==> src/source/ooo_pkg.sv <==
`default_nettype none

package ooo_pkg;

	////////////////////////////////////////////////////////////////////////////
	// widths and sizes
	////////////////////////////////////////////////////////////////////////////

	localparam int DATA_WIDTH = 16;
	localparam int REG_COUNT  = 8;
	// tag type below is sized from this depth
	localparam int ROB_DEPTH  = 8;

	typedef logic [$clog2(REG_COUNT)-1:0] reg_idx_t;
	typedef logic [DATA_WIDTH-1:0]        data_t;
	typedef logic [$clog2(ROB_DEPTH)-1:0] rob_tag_t;

	// operation encodings
	typedef enum logic [2:0] {ALU_LI, ALU_ADD, ALU_SUB, ALU_AND, ALU_XOR} alu_op_t;
	typedef enum logic {MULT_MUL, MULT_MULHU} mult_op_t;
	typedef enum logic {CLASS_ALU, CLASS_MULT} op_class_t;

	////////////////////////////////////////////////////////////////////////////
	// bundles
	////////////////////////////////////////////////////////////////////////////

	// decoded instruction at the dispatch port
	typedef struct packed {
		op_class_t op_class;
		alu_op_t   alu_op;
		mult_op_t  mult_op;
		reg_idx_t  rd;
		reg_idx_t  rs1;
		reg_idx_t  rs2;
		data_t     imm;
	} dispatch_t;

	// renamed source: value when ready, else the producer tag
	typedef struct packed {
		logic     ready;
		rob_tag_t tag;
		data_t    value;
	} operand_t;

	typedef struct packed {
		alu_op_t op;
		data_t   imm;
	} alu_payload_t;

	typedef struct packed {
		mult_op_t op;
	} mult_payload_t;

	typedef struct packed {
		logic     valid;
		rob_tag_t tag;
		data_t    value;
	} cdb_t;

	typedef struct packed {
		logic     valid;
		reg_idx_t rd;
		data_t    data;
	} commit_t;

endpackage

`default_nettype wire

==> src/source/alu_unit.sv <==
`default_nettype none

module alu_unit (
	input  logic                 clock,
	input  logic                 reset,
	input  logic                 issue,
	input  ooo_pkg::data_t       a,
	input  ooo_pkg::data_t       b,
	input  ooo_pkg::alu_payload_t payload,
	input  ooo_pkg::rob_tag_t    tag,
	input  logic                 written,
	output logic                 busy,
	output ooo_pkg::cdb_t        result
);
	import ooo_pkg::*;

	data_t value;

	always_comb begin
		case (payload.op)
			ALU_LI:  value = payload.imm;
			ALU_ADD: value = a + b;
			ALU_SUB: value = a - b;
			ALU_AND: value = a & b;
			ALU_XOR: value = a ^ b;
			default: value = '0;
		endcase
	end

	// held result blocks the station until the arbiter takes it
	assign busy = result.valid & ~written;

	always_ff @(posedge clock) begin
		if (reset) begin
			result.valid <= 1'b0;
		end else if (issue) begin
			result <= '{valid: 1'b1, tag: tag, value: value};
		end else if (written) begin
			result.valid <= 1'b0;
		end
	end

endmodule

`default_nettype wire

==> src/source/cdb_arbiter.sv <==
`default_nettype none

module cdb_arbiter (
	input  ooo_pkg::cdb_t alu_result,
	input  ooo_pkg::cdb_t mult_result,
	output ooo_pkg::cdb_t cdb,
	output logic          alu_written,
	output logic          mult_written
);

	// fixed priority, multiplier first
	// it has the deeper pipe to drain
	always_comb begin
		mult_written = mult_result.valid;
		alu_written  = alu_result.valid & ~mult_result.valid;
		if (mult_written) begin
			cdb = mult_result;
		end else if (alu_written) begin
			cdb = alu_result;
		end else begin
			// idle bus
			cdb = '0;
		end
	end

endmodule

`default_nettype wire

==> src/source/dispatch_unit.sv <==
`default_nettype none

module dispatch_unit (
	input  logic               clock,
	input  logic               reset,
	input  logic               dispatch_valid,
	input  ooo_pkg::dispatch_t dispatch_inst,
	input  logic               rob_full,
	input  logic               alu_rs_full,
	input  logic               mult_rs_full,
	input  ooo_pkg::rob_tag_t  alloc_tag,
	input  ooo_pkg::data_t     rob_value_rs1,
	input  ooo_pkg::data_t     rob_value_rs2,
	input  logic               rob_ready_rs1,
	input  logic               rob_ready_rs2,
	input  ooo_pkg::cdb_t      cdb,
	input  ooo_pkg::commit_t   commit,
	output ooo_pkg::rob_tag_t  lookup_tag_rs1,
	output ooo_pkg::rob_tag_t  lookup_tag_rs2,
	output logic               rob_alloc,
	output logic               alu_alloc,
	output logic               mult_alloc,
	output ooo_pkg::operand_t  src1,
	output ooo_pkg::operand_t  src2,
	output logic               dispatch_stall
);
	import ooo_pkg::*;

	data_t                regfile [REG_COUNT];
	logic [REG_COUNT-1:0] map_valid;
	rob_tag_t             map_tag [REG_COUNT];
	// commits come in order, so a counter tracks the retiring tag
	rob_tag_t             retire_tag;
	logic                 rob_full_q, alu_full_q, mult_full_q;
	logic                 accept, uses_src;
	reg_idx_t             rs1, rs2, rd;

	// order of lookup: arch file, rob entry, live broadcast
	function automatic operand_t rename_src(
		input logic     use_src,
		input logic     mapped,
		input rob_tag_t tag,
		input data_t    arch_value,
		input data_t    rob_value,
		input logic     rob_ready,
		input cdb_t     bus
	);
		operand_t op;
		op.ready = 1'b1;
		op.tag   = tag;
		op.value = use_src ? arch_value : '0;
		if (use_src && mapped) begin
			if (rob_ready) begin
				op.value = rob_value;
			end else if (bus.valid && bus.tag == tag) begin
				op.value = bus.value;
			end else begin
				op.ready = 1'b0;
			end
		end
		return op;
	endfunction

	assign rs1 = dispatch_inst.rs1;
	assign rs2 = dispatch_inst.rs2;
	assign rd  = dispatch_inst.rd;

	// full flags are already next-cycle fullness, so registering them is exact
	assign dispatch_stall = rob_full_q
		| ((dispatch_inst.op_class == CLASS_MULT) ? mult_full_q : alu_full_q);
	assign accept     = dispatch_valid & ~dispatch_stall;
	assign rob_alloc  = accept;
	assign alu_alloc  = accept & (dispatch_inst.op_class == CLASS_ALU);
	assign mult_alloc = accept & (dispatch_inst.op_class == CLASS_MULT);

	// li reads no registers
	assign uses_src = !(dispatch_inst.op_class == CLASS_ALU && dispatch_inst.alu_op == ALU_LI);

	assign lookup_tag_rs1 = map_tag[rs1];
	assign lookup_tag_rs2 = map_tag[rs2];
	assign src1 = rename_src(uses_src, map_valid[rs1], map_tag[rs1], regfile[rs1],
		rob_value_rs1, rob_ready_rs1, cdb);
	assign src2 = rename_src(uses_src, map_valid[rs2], map_tag[rs2], regfile[rs2],
		rob_value_rs2, rob_ready_rs2, cdb);

	always_ff @(posedge clock) begin
		if (reset) begin
			map_valid   <= '0;
			retire_tag  <= '0;
			rob_full_q  <= 1'b0;
			alu_full_q  <= 1'b0;
			mult_full_q <= 1'b0;
			for (int i = 0; i < REG_COUNT; i++) begin
				regfile[i] <= '0;
			end
		end else begin
			rob_full_q  <= rob_full;
			alu_full_q  <= alu_rs_full;
			mult_full_q <= mult_rs_full;
			if (commit.valid) begin
				regfile[commit.rd] <= commit.data;
				retire_tag         <= retire_tag + 1'b1;
				// a newer writer keeps its mapping
				if (map_tag[commit.rd] == retire_tag) begin
					map_valid[commit.rd] <= 1'b0;
				end
			end
			// rename rd, wins over a same-cycle clear
			if (accept) begin
				map_valid[rd] <= 1'b1;
				map_tag[rd]   <= alloc_tag;
			end
		end
	end

endmodule

`default_nettype wire

==> src/source/ooo_core.sv <==
`default_nettype none

module ooo_core #(
	parameter int ALU_RS_DEPTH  = 4,
	parameter int MULT_RS_DEPTH = 2,
	parameter int MULT_STAGES   = 3
) (
	input  logic               clock,
	input  logic               reset,
	input  logic               dispatch_valid,
	input  ooo_pkg::dispatch_t dispatch_inst,
	output logic               dispatch_stall,
	output ooo_pkg::commit_t   commit
);
	import ooo_pkg::*;

	// allocation side
	logic          rob_alloc, alu_alloc, mult_alloc;
	logic          rob_full, alu_rs_full, mult_rs_full;
	rob_tag_t      alloc_tag, lookup_tag_rs1, lookup_tag_rs2;
	data_t         rob_value_rs1, rob_value_rs2;
	logic          rob_ready_rs1, rob_ready_rs2;
	operand_t      src1, src2;
	alu_payload_t  alu_payload;
	mult_payload_t mult_payload;

	// issue and writeback side
	logic          alu_issue, mult_issue;
	data_t         alu_a, alu_b, mult_a, mult_b;
	alu_payload_t  alu_issue_payload;
	mult_payload_t mult_issue_payload;
	rob_tag_t      alu_issue_tag, mult_issue_tag;
	logic          alu_busy, mult_busy;
	cdb_t          alu_result, mult_result, cdb;
	logic          alu_written, mult_written;

	// station payloads straight from the decoded fields
	assign alu_payload.op  = dispatch_inst.alu_op;
	assign alu_payload.imm = dispatch_inst.imm;
	assign mult_payload.op = dispatch_inst.mult_op;

	////////////////////////////////////////////////////////////////////////////
	// rename, allocate, retire
	////////////////////////////////////////////////////////////////////////////

	dispatch_unit dispatch_0 (
		.clock, .reset, .dispatch_valid, .dispatch_inst,
		.rob_full, .alu_rs_full, .mult_rs_full, .alloc_tag,
		.rob_value_rs1, .rob_value_rs2, .rob_ready_rs1, .rob_ready_rs2,
		.cdb, .commit, .lookup_tag_rs1, .lookup_tag_rs2,
		.rob_alloc, .alu_alloc, .mult_alloc, .src1, .src2, .dispatch_stall
	);

	reorder_buffer #(.ROB_DEPTH(ROB_DEPTH)) rob_0 (
		.clock, .reset, .rob_alloc, .alloc_rd(dispatch_inst.rd), .cdb,
		.lookup_tag_rs1, .lookup_tag_rs2, .alloc_tag, .full(rob_full),
		.rob_value_rs1, .rob_value_rs2, .rob_ready_rs1, .rob_ready_rs2, .commit
	);

	////////////////////////////////////////////////////////////////////////////
	// stations, units, broadcast
	////////////////////////////////////////////////////////////////////////////

	reservation_station #(.RS_DEPTH(ALU_RS_DEPTH), .payload_t(alu_payload_t)) alu_rs (
		.clock, .reset, .alloc(alu_alloc), .src1, .src2, .alloc_payload(alu_payload),
		.alloc_tag, .cdb, .unit_busy(alu_busy), .full(alu_rs_full),
		.issue(alu_issue), .issue_a(alu_a), .issue_b(alu_b),
		.issue_payload(alu_issue_payload), .issue_tag(alu_issue_tag)
	);

	reservation_station #(.RS_DEPTH(MULT_RS_DEPTH), .payload_t(mult_payload_t)) mult_rs (
		.clock, .reset, .alloc(mult_alloc), .src1, .src2, .alloc_payload(mult_payload),
		.alloc_tag, .cdb, .unit_busy(mult_busy), .full(mult_rs_full),
		.issue(mult_issue), .issue_a(mult_a), .issue_b(mult_b),
		.issue_payload(mult_issue_payload), .issue_tag(mult_issue_tag)
	);

	alu_unit alu_0 (
		.clock, .reset, .issue(alu_issue), .a(alu_a), .b(alu_b),
		.payload(alu_issue_payload), .tag(alu_issue_tag), .written(alu_written),
		.busy(alu_busy), .result(alu_result)
	);

	pipelined_multiplier #(.MULT_STAGES(MULT_STAGES)) mult_0 (
		.clock, .reset, .issue(mult_issue), .a(mult_a), .b(mult_b),
		.payload(mult_issue_payload), .tag(mult_issue_tag), .written(mult_written),
		.busy(mult_busy), .result(mult_result)
	);

	cdb_arbiter arbiter_0 (
		.alu_result, .mult_result, .cdb, .alu_written, .mult_written
	);

endmodule

`default_nettype wire

==> src/source/pipelined_multiplier.sv <==
`default_nettype none

module pipelined_multiplier #(
	parameter int MULT_STAGES = 3
) (
	input  logic                  clock,
	input  logic                  reset,
	input  logic                  issue,
	input  ooo_pkg::data_t        a,
	input  ooo_pkg::data_t        b,
	input  ooo_pkg::mult_payload_t payload,
	input  ooo_pkg::rob_tag_t     tag,
	input  logic                  written,
	output logic                  busy,
	output ooo_pkg::cdb_t         result
);
	import ooo_pkg::*;

	logic [2*DATA_WIDTH-1:0] product;
	data_t                   selected;
	cdb_t                    stage [MULT_STAGES];
	logic                    advance;

	// full product, half picked up front
	assign product  = a * b;
	assign selected = (payload.op == MULT_MULHU) ? product[2*DATA_WIDTH-1:DATA_WIDTH]
		: product[DATA_WIDTH-1:0];

	// whole pipe freezes behind an ungranted result
	assign advance = ~stage[MULT_STAGES-1].valid | written;
	assign busy    = ~advance;
	assign result  = stage[MULT_STAGES-1];

	always_ff @(posedge clock) begin
		if (reset) begin
			for (int i = 0; i < MULT_STAGES; i++) begin
				stage[i].valid <= 1'b0;
			end
		end else if (advance) begin
			stage[0] <= '{valid: issue, tag: tag, value: selected};
			for (int i = 1; i < MULT_STAGES; i++) begin
				stage[i] <= stage[i-1];
			end
		end
	end

endmodule

`default_nettype wire

==> src/source/reorder_buffer.sv <==
`default_nettype none

module reorder_buffer #(
	parameter int ROB_DEPTH = ooo_pkg::ROB_DEPTH
) (
	input  logic              clock,
	input  logic              reset,
	input  logic              rob_alloc,
	input  ooo_pkg::reg_idx_t alloc_rd,
	input  ooo_pkg::cdb_t     cdb,
	input  ooo_pkg::rob_tag_t lookup_tag_rs1,
	input  ooo_pkg::rob_tag_t lookup_tag_rs2,
	output ooo_pkg::rob_tag_t alloc_tag,
	output logic              full,
	output ooo_pkg::data_t    rob_value_rs1,
	output ooo_pkg::data_t    rob_value_rs2,
	output logic              rob_ready_rs1,
	output logic              rob_ready_rs2,
	output ooo_pkg::commit_t  commit
);
	import ooo_pkg::*;

	localparam int CW = $clog2(ROB_DEPTH + 1);

	// entry payload
	reg_idx_t entry_rd    [ROB_DEPTH];
	data_t    entry_value [ROB_DEPTH];

	// entry and pointer control
	logic [ROB_DEPTH-1:0] entry_ready;
	rob_tag_t             head, tail;
	logic [CW-1:0]        count, count_next;
	logic                 retire;

	assign alloc_tag = tail;

	// head retires once its result is in
	assign retire     = (count != '0) && entry_ready[head];
	assign count_next = count + CW'(rob_alloc) - CW'(retire);
	// fullness after this cycle
	assign full       = (count_next == CW'(ROB_DEPTH));

	// operand reads for dispatch
	assign rob_value_rs1 = entry_value[lookup_tag_rs1];
	assign rob_value_rs2 = entry_value[lookup_tag_rs2];
	assign rob_ready_rs1 = entry_ready[lookup_tag_rs1];
	assign rob_ready_rs2 = entry_ready[lookup_tag_rs2];

	////////////////////////////////////////////////////////////////////////////
	// payload capture
	////////////////////////////////////////////////////////////////////////////

	always_ff @(posedge clock) begin
		if (cdb.valid) begin
			entry_value[cdb.tag] <= cdb.value;
		end
		if (rob_alloc) begin
			entry_rd[tail] <= alloc_rd;
		end
	end

	////////////////////////////////////////////////////////////////////////////
	// pointers, ready flags, commit register
	////////////////////////////////////////////////////////////////////////////

	always_ff @(posedge clock) begin
		if (reset) begin
			head        <= '0;
			tail        <= '0;
			count       <= '0;
			entry_ready <= '0;
			commit      <= '0;
		end else begin
			count        <= count_next;
			commit.valid <= retire;
			if (retire) begin
				commit.rd   <= entry_rd[head];
				commit.data <= entry_value[head];
				head        <= head + 1'b1;
			end
			// broadcast lands here, commit follows a cycle later
			if (cdb.valid) begin
				entry_ready[cdb.tag] <= 1'b1;
			end
			// tail slot is always free, so no clash with the broadcast
			if (rob_alloc) begin
				entry_ready[tail] <= 1'b0;
				tail              <= tail + 1'b1;
			end
		end
	end

endmodule

`default_nettype wire

==> src/source/reservation_station.sv <==
`default_nettype none

module reservation_station #(
	parameter int  RS_DEPTH  = 4,
	parameter type payload_t = ooo_pkg::alu_payload_t
) (
	input  logic              clock,
	input  logic              reset,
	input  logic              alloc,
	input  ooo_pkg::operand_t src1,
	input  ooo_pkg::operand_t src2,
	input  payload_t          alloc_payload,
	input  ooo_pkg::rob_tag_t alloc_tag,
	input  ooo_pkg::cdb_t     cdb,
	input  logic              unit_busy,
	output logic              full,
	output logic              issue,
	output ooo_pkg::data_t    issue_a,
	output ooo_pkg::data_t    issue_b,
	output payload_t          issue_payload,
	output ooo_pkg::rob_tag_t issue_tag
);
	import ooo_pkg::*;

	localparam int IW = (RS_DEPTH > 1) ? $clog2(RS_DEPTH) : 1;

	typedef struct packed {
		operand_t a;
		operand_t b;
		payload_t payload;
		rob_tag_t tag;
	} entry_t;

	entry_t              entries [RS_DEPTH];
	logic [RS_DEPTH-1:0] used;
	logic [IW-1:0]       issue_idx, free_idx;
	logic                found;
	int                  occupied;

	// downward scan, so the lowest index wins for both picks
	always_comb begin
		found     = 1'b0;
		issue_idx = '0;
		free_idx  = '0;
		occupied  = 0;
		for (int i = RS_DEPTH - 1; i >= 0; i--) begin
			if (used[i] && entries[i].a.ready && entries[i].b.ready) begin
				found     = 1'b1;
				issue_idx = IW'(i);
			end
			if (!used[i]) begin
				free_idx = IW'(i);
			end
			occupied += int'(used[i]);
		end
	end

	assign issue         = found & ~unit_busy;
	assign issue_a       = entries[issue_idx].a.value;
	assign issue_b       = entries[issue_idx].b.value;
	assign issue_payload = entries[issue_idx].payload;
	assign issue_tag     = entries[issue_idx].tag;
	// occupancy after this cycle
	assign full = (occupied + int'(alloc) - int'(issue)) == RS_DEPTH;

	// operand wakeup from the broadcast, then new entry
	always_ff @(posedge clock) begin
		for (int i = 0; i < RS_DEPTH; i++) begin
			if (used[i] && cdb.valid) begin
				if (!entries[i].a.ready && entries[i].a.tag == cdb.tag) begin
					entries[i].a.ready <= 1'b1;
					entries[i].a.value <= cdb.value;
				end
				if (!entries[i].b.ready && entries[i].b.tag == cdb.tag) begin
					entries[i].b.ready <= 1'b1;
					entries[i].b.value <= cdb.value;
				end
			end
		end
		if (alloc) begin
			entries[free_idx] <= '{a: src1, b: src2, payload: alloc_payload, tag: alloc_tag};
		end
	end

	always_ff @(posedge clock) begin
		if (reset) begin
			used <= '0;
		end else begin
			if (issue) begin
				used[issue_idx] <= 1'b0;
			end
			if (alloc) begin
				used[free_idx] <= 1'b1;
			end
		end
	end

endmodule

`default_nettype wire

==> config.mk <==
export PLATFORM = sky130hd
export DESIGN_NAME = ooo_core
export DESIGN_NICKNAME = d
export VERILOG_FILES = /design/src/source/ooo_pkg.sv /design/src/source/alu_unit.sv /design/src/source/cdb_arbiter.sv /design/src/source/dispatch_unit.sv /design/src/source/ooo_core.sv /design/src/source/pipelined_multiplier.sv /design/src/source/reorder_buffer.sv /design/src/source/reservation_station.sv
export SDC_FILE = /design/constraint.sdc
export NUM_CORES = 2
export LEC_CHECK = 0
export CAP_MARGIN = 0
export CELL_PAD_IN_SITES_DETAIL_PLACEMENT = 1
export CELL_PAD_IN_SITES_GLOBAL_PLACEMENT = 2
export CORE_MARGIN = 2
export CORE_UTILIZATION = 42
export CTS_BUF_LIST = sky130_fd_sc_hd__clkbuf_8
export DETAILED_ROUTE_END_ITERATION = 10
export DONT_BUFFER_PORTS = 1
export GPL_TIMING_DRIVEN = 0
export PLACE_DENSITY = 0.88
export SLEW_MARGIN = 10
export SYNTH_ARGS = -nofsm -noshare
export SYNTH_HDL_FRONTEND = slang
export SYNTH_SLANG_ARGS = --single-unit
==> constraint.sdc <==
create_clock -name clock -period 8 [get_ports clock]
set_input_delay 0.8 -clock clock [delete_from_list [all_inputs] [get_ports clock]]
set_output_delay 0.8 -clock clock [all_outputs]
set_load 0.1 [all_outputs]
==> flow_summary.ini <==
[status]
status = finished, final reports clean

[layout]
drive_gt1_frac = 0.151
areaGrowthSynthToFinish_pct = 12.7
stdcell_area_mm2 = 0.0529
nets = 4615

[yosys]
ys_types = 77
yosys_most_used_dff = edfxtp_1
synth_edf_count = 704
postSynth.asyncResetShare = 0
synth_top_area_share = 0.451
synth_cells = 4000
yosys-top-cells-area = edfxtp_1 (45%), fa_1 (8.5%), mux4_2 (6.8%)
synth-seq-cells = 778
ys_warn_count = 0
syn_area_mm2 = 0.0469
synth_top_area_cell = edfxtp_1
synth_nets = 4393
syn_avg_cell_area_um2 = 11.7
ys_seq_area_frac = 0.482
yosysMostFrequentCell = edfxtp_1
synthTopCellsByCount = edfxtp_1 (704), nand2_1 (460), nor2_1 (331)

[placement]
placed_cell_area_mm2 = 0.0495
dp_slack_ns = -2.39
port_buffers = 0
routabilityCongestion = 0.914
hpwlAfterDp_um = 126000

[global_route]
grt_pass1_wl_um = 252000
antenna_found_initial = 7
track_usage = 0.299
grt_max_degree = 52
grt.overflow.total = 0
grt_pass1_vias = 37500

[routing]
firstDrtPassIters = 8
route.detailed.drc = 0
antenna_left = 0
viasPerCell = 6.13
via_count = 35700
wl_per_cell_um = 29.5
finalWirelength_um = 172000
initialDrtViolationCount = 4252

[timing]
relSlewSlack = 0.0448
fmax_mhz = 128
hold_viol = 0
maxSlewViolCount = 0
finClkSkew_ns = 0.0595
fin_crit_sh = 0.980
setup_violations = 0
worstMarginPinSlew_ns = 1.43
finalCriticalPeriod_ns = 7.84
setup_slack_ns = 0.158

[clock_tree]
cts_made_buffers = 135
cts_num_sinks = 778
clkSlewWorstSetupHoldPaths_ns = 0.06
htree_num_levels = 4
clk_path_buf_depth = 3
cts-root-buf = clkbuf_8
clock_latency_ns = 0.84
cts_tree = yes

[die]
initial_core_util = 0.424
core_mm2 = 0.111
boundaryPins = 54
dieWidth_um = 338
floorplan.die_area_mm2 = 0.114
die_y_um = 338
rows = 122

[worst_setup_path]
slowest_stage = fa_2
cpPeakStageDelay_ns = 0.61
cp_top_family = adder cells
r2r_start = mult_rs.used[0]
startpoint = mult_rs.used[0]
worst_setup_path_end_kind = register
cp-start-kind = register
crit_type = register to register
critPathMostFrequentCell = fa_1
arrival_ns = 8.38
crit_required_ns = 8.54
cp_max_fo = 10
path_buf_inv = 8

[min_path]
hp-class = input port to register
worstHoldStart = dispatch_inst[27]

[run]
maxCapViolCount = 0
## per-layer routing
layer	share of wire	vias up	wire, um	global-route usage
met4	0.052	12	8920	0.137
li1	-	15000	-	-
met3	0.11	481	18400	0.0809
met2	0.45	2010	78000	0.467
met1	0.39	18200	66400	0.388
met5	0.00052	-	89	0
## per-stage QoR
step	util	instances	hold slack (ns)	TNS, ns
2_1_floorplan	-	4000	0.414	0
3_5_place_dp	0.447	5545	0.433	-30.14
5_1_grt	0.478	5820	0.0343	-0.00326
4_1_cts	0.475	5804	0.0128	0
3_3_place_gp	0.441	5488	0.422	-28.09
6_report	0.478	5823	0.0674	0
## timing repair
action / CTS / global route
endpoints found under the setup margin: 16 / 11
resized for setup: 121 / 37
hold buffers: 0 / 0
pin swaps: 0 / 4
setup buffers: 13 / 16
## final timing paths
check / endpoint / slack [ns] / cells after the start
max reg2reg: mult_0.stage[0][12] / 0.16 / 27
min: alu_rs.entries[1][20] / 0.07 / 0
min reg2reg: mult_0.stage[0][59] / 0.43 / 1
max: mult_0.stage[0][12] / 0.16 / 27
## cells by family after synthesis
| logic type | count (synthesis) | synth area share |
|---|---|---|
| and+or+nand+nor | 1217 | 0.120 |
| DFF | 778 | 0.482 |
| AOI/OAI and AO/OA | 665 | 0.0937 |
| buffers and inverters | 540 | 0.0447 |
| adders and majority gates | 360 | 0.128 |
| muxes | 342 | 0.113 |
| xor gates and xnor gates | 98 | 0.0183 |
## worst register-to-register path, stage by stage, from the launching register on
cell and delay [ns]:
dfxtp_1 0.37, nand3_2 0.13, nor2b_4 0.21, buf_12 0.17
buf_12 0.19, mux2i_4 0.36, buf_4 0.19, buf_4 0.13
nor2_1 0.06, fa_1 0.52, inv_1 0.08, fa_1 0.54
inv_1 0.06, fa_1 0.52, fa_1 0.45, fa_1 0.56
inv_1 0.06, fa_2 0.61, inv_1 0.07, ha_2 0.23
a211o_1 0.35, a2111oi_2 0.39, nor3_1 0.12, a221o_1 0.37
a31oi_4 0.23, a2111oi_1 0.15, o31ai_1 0.29, o22ai_1 0.14
## cells in the final DEF (no fill, tap or decap), types with 24 or more instances in the layout
master and instances:
buf_1 25, fa_1 195, a31oi_1 25, mux2_2 40, mux2i_1 125, a21oi_1 327, nor3_1 51, nor2_1 323
o21ai_0 32, and3_1 45, nand2_1 460, ha_1 159, buf_2 47, buf_4 65, nand2b_1 28, nor2b_1 49
a211oi_1 38, edfxtp_1 704, and2_1 134, clkbuf_1 143, clkbuf_8 149, mux4_2 142, xnor2_1 78, a222oi_1 36
inv_1 338, dfxtp_1 68, nand3_1 24
## state kept, by name, indices dropped and copies added, names as in the netlist, 2 cells and up
register / count
alu_0.result: 20
alu_rs.entries: 248
alu_rs.used: 4
dispatch_0.map_tag: 24
dispatch_0.map_valid: 8
dispatch_0.regfile: 128
dispatch_0.retire_tag: 3
mult_0.stage: 60
mult_rs.entries: 88
mult_rs.used: 2
rob_0.alloc_tag: 3
rob_0.commit: 20
rob_0.count: 4
rob_0.entry_rd: 24
rob_0.entry_ready: 8
rob_0.entry_value: 128
rob_0.head: 3
## layout make-up
type	count	area (um2)
Inverter	294	1100
Clock buffer	148	2040
Multi-Input combinational cell	2682	22800
Antenna cell	3	7.51
Timing Repair Buffer	87	776
Buffer	244	1170
Clock inverter	99	489
Fill cell	11700	57800
Sequential cell	778	22600
Tap cell	1488	1860
Power is not shown: default switching activity piles up to over one toggle a cycle in this logic, so the estimate is an artifact.
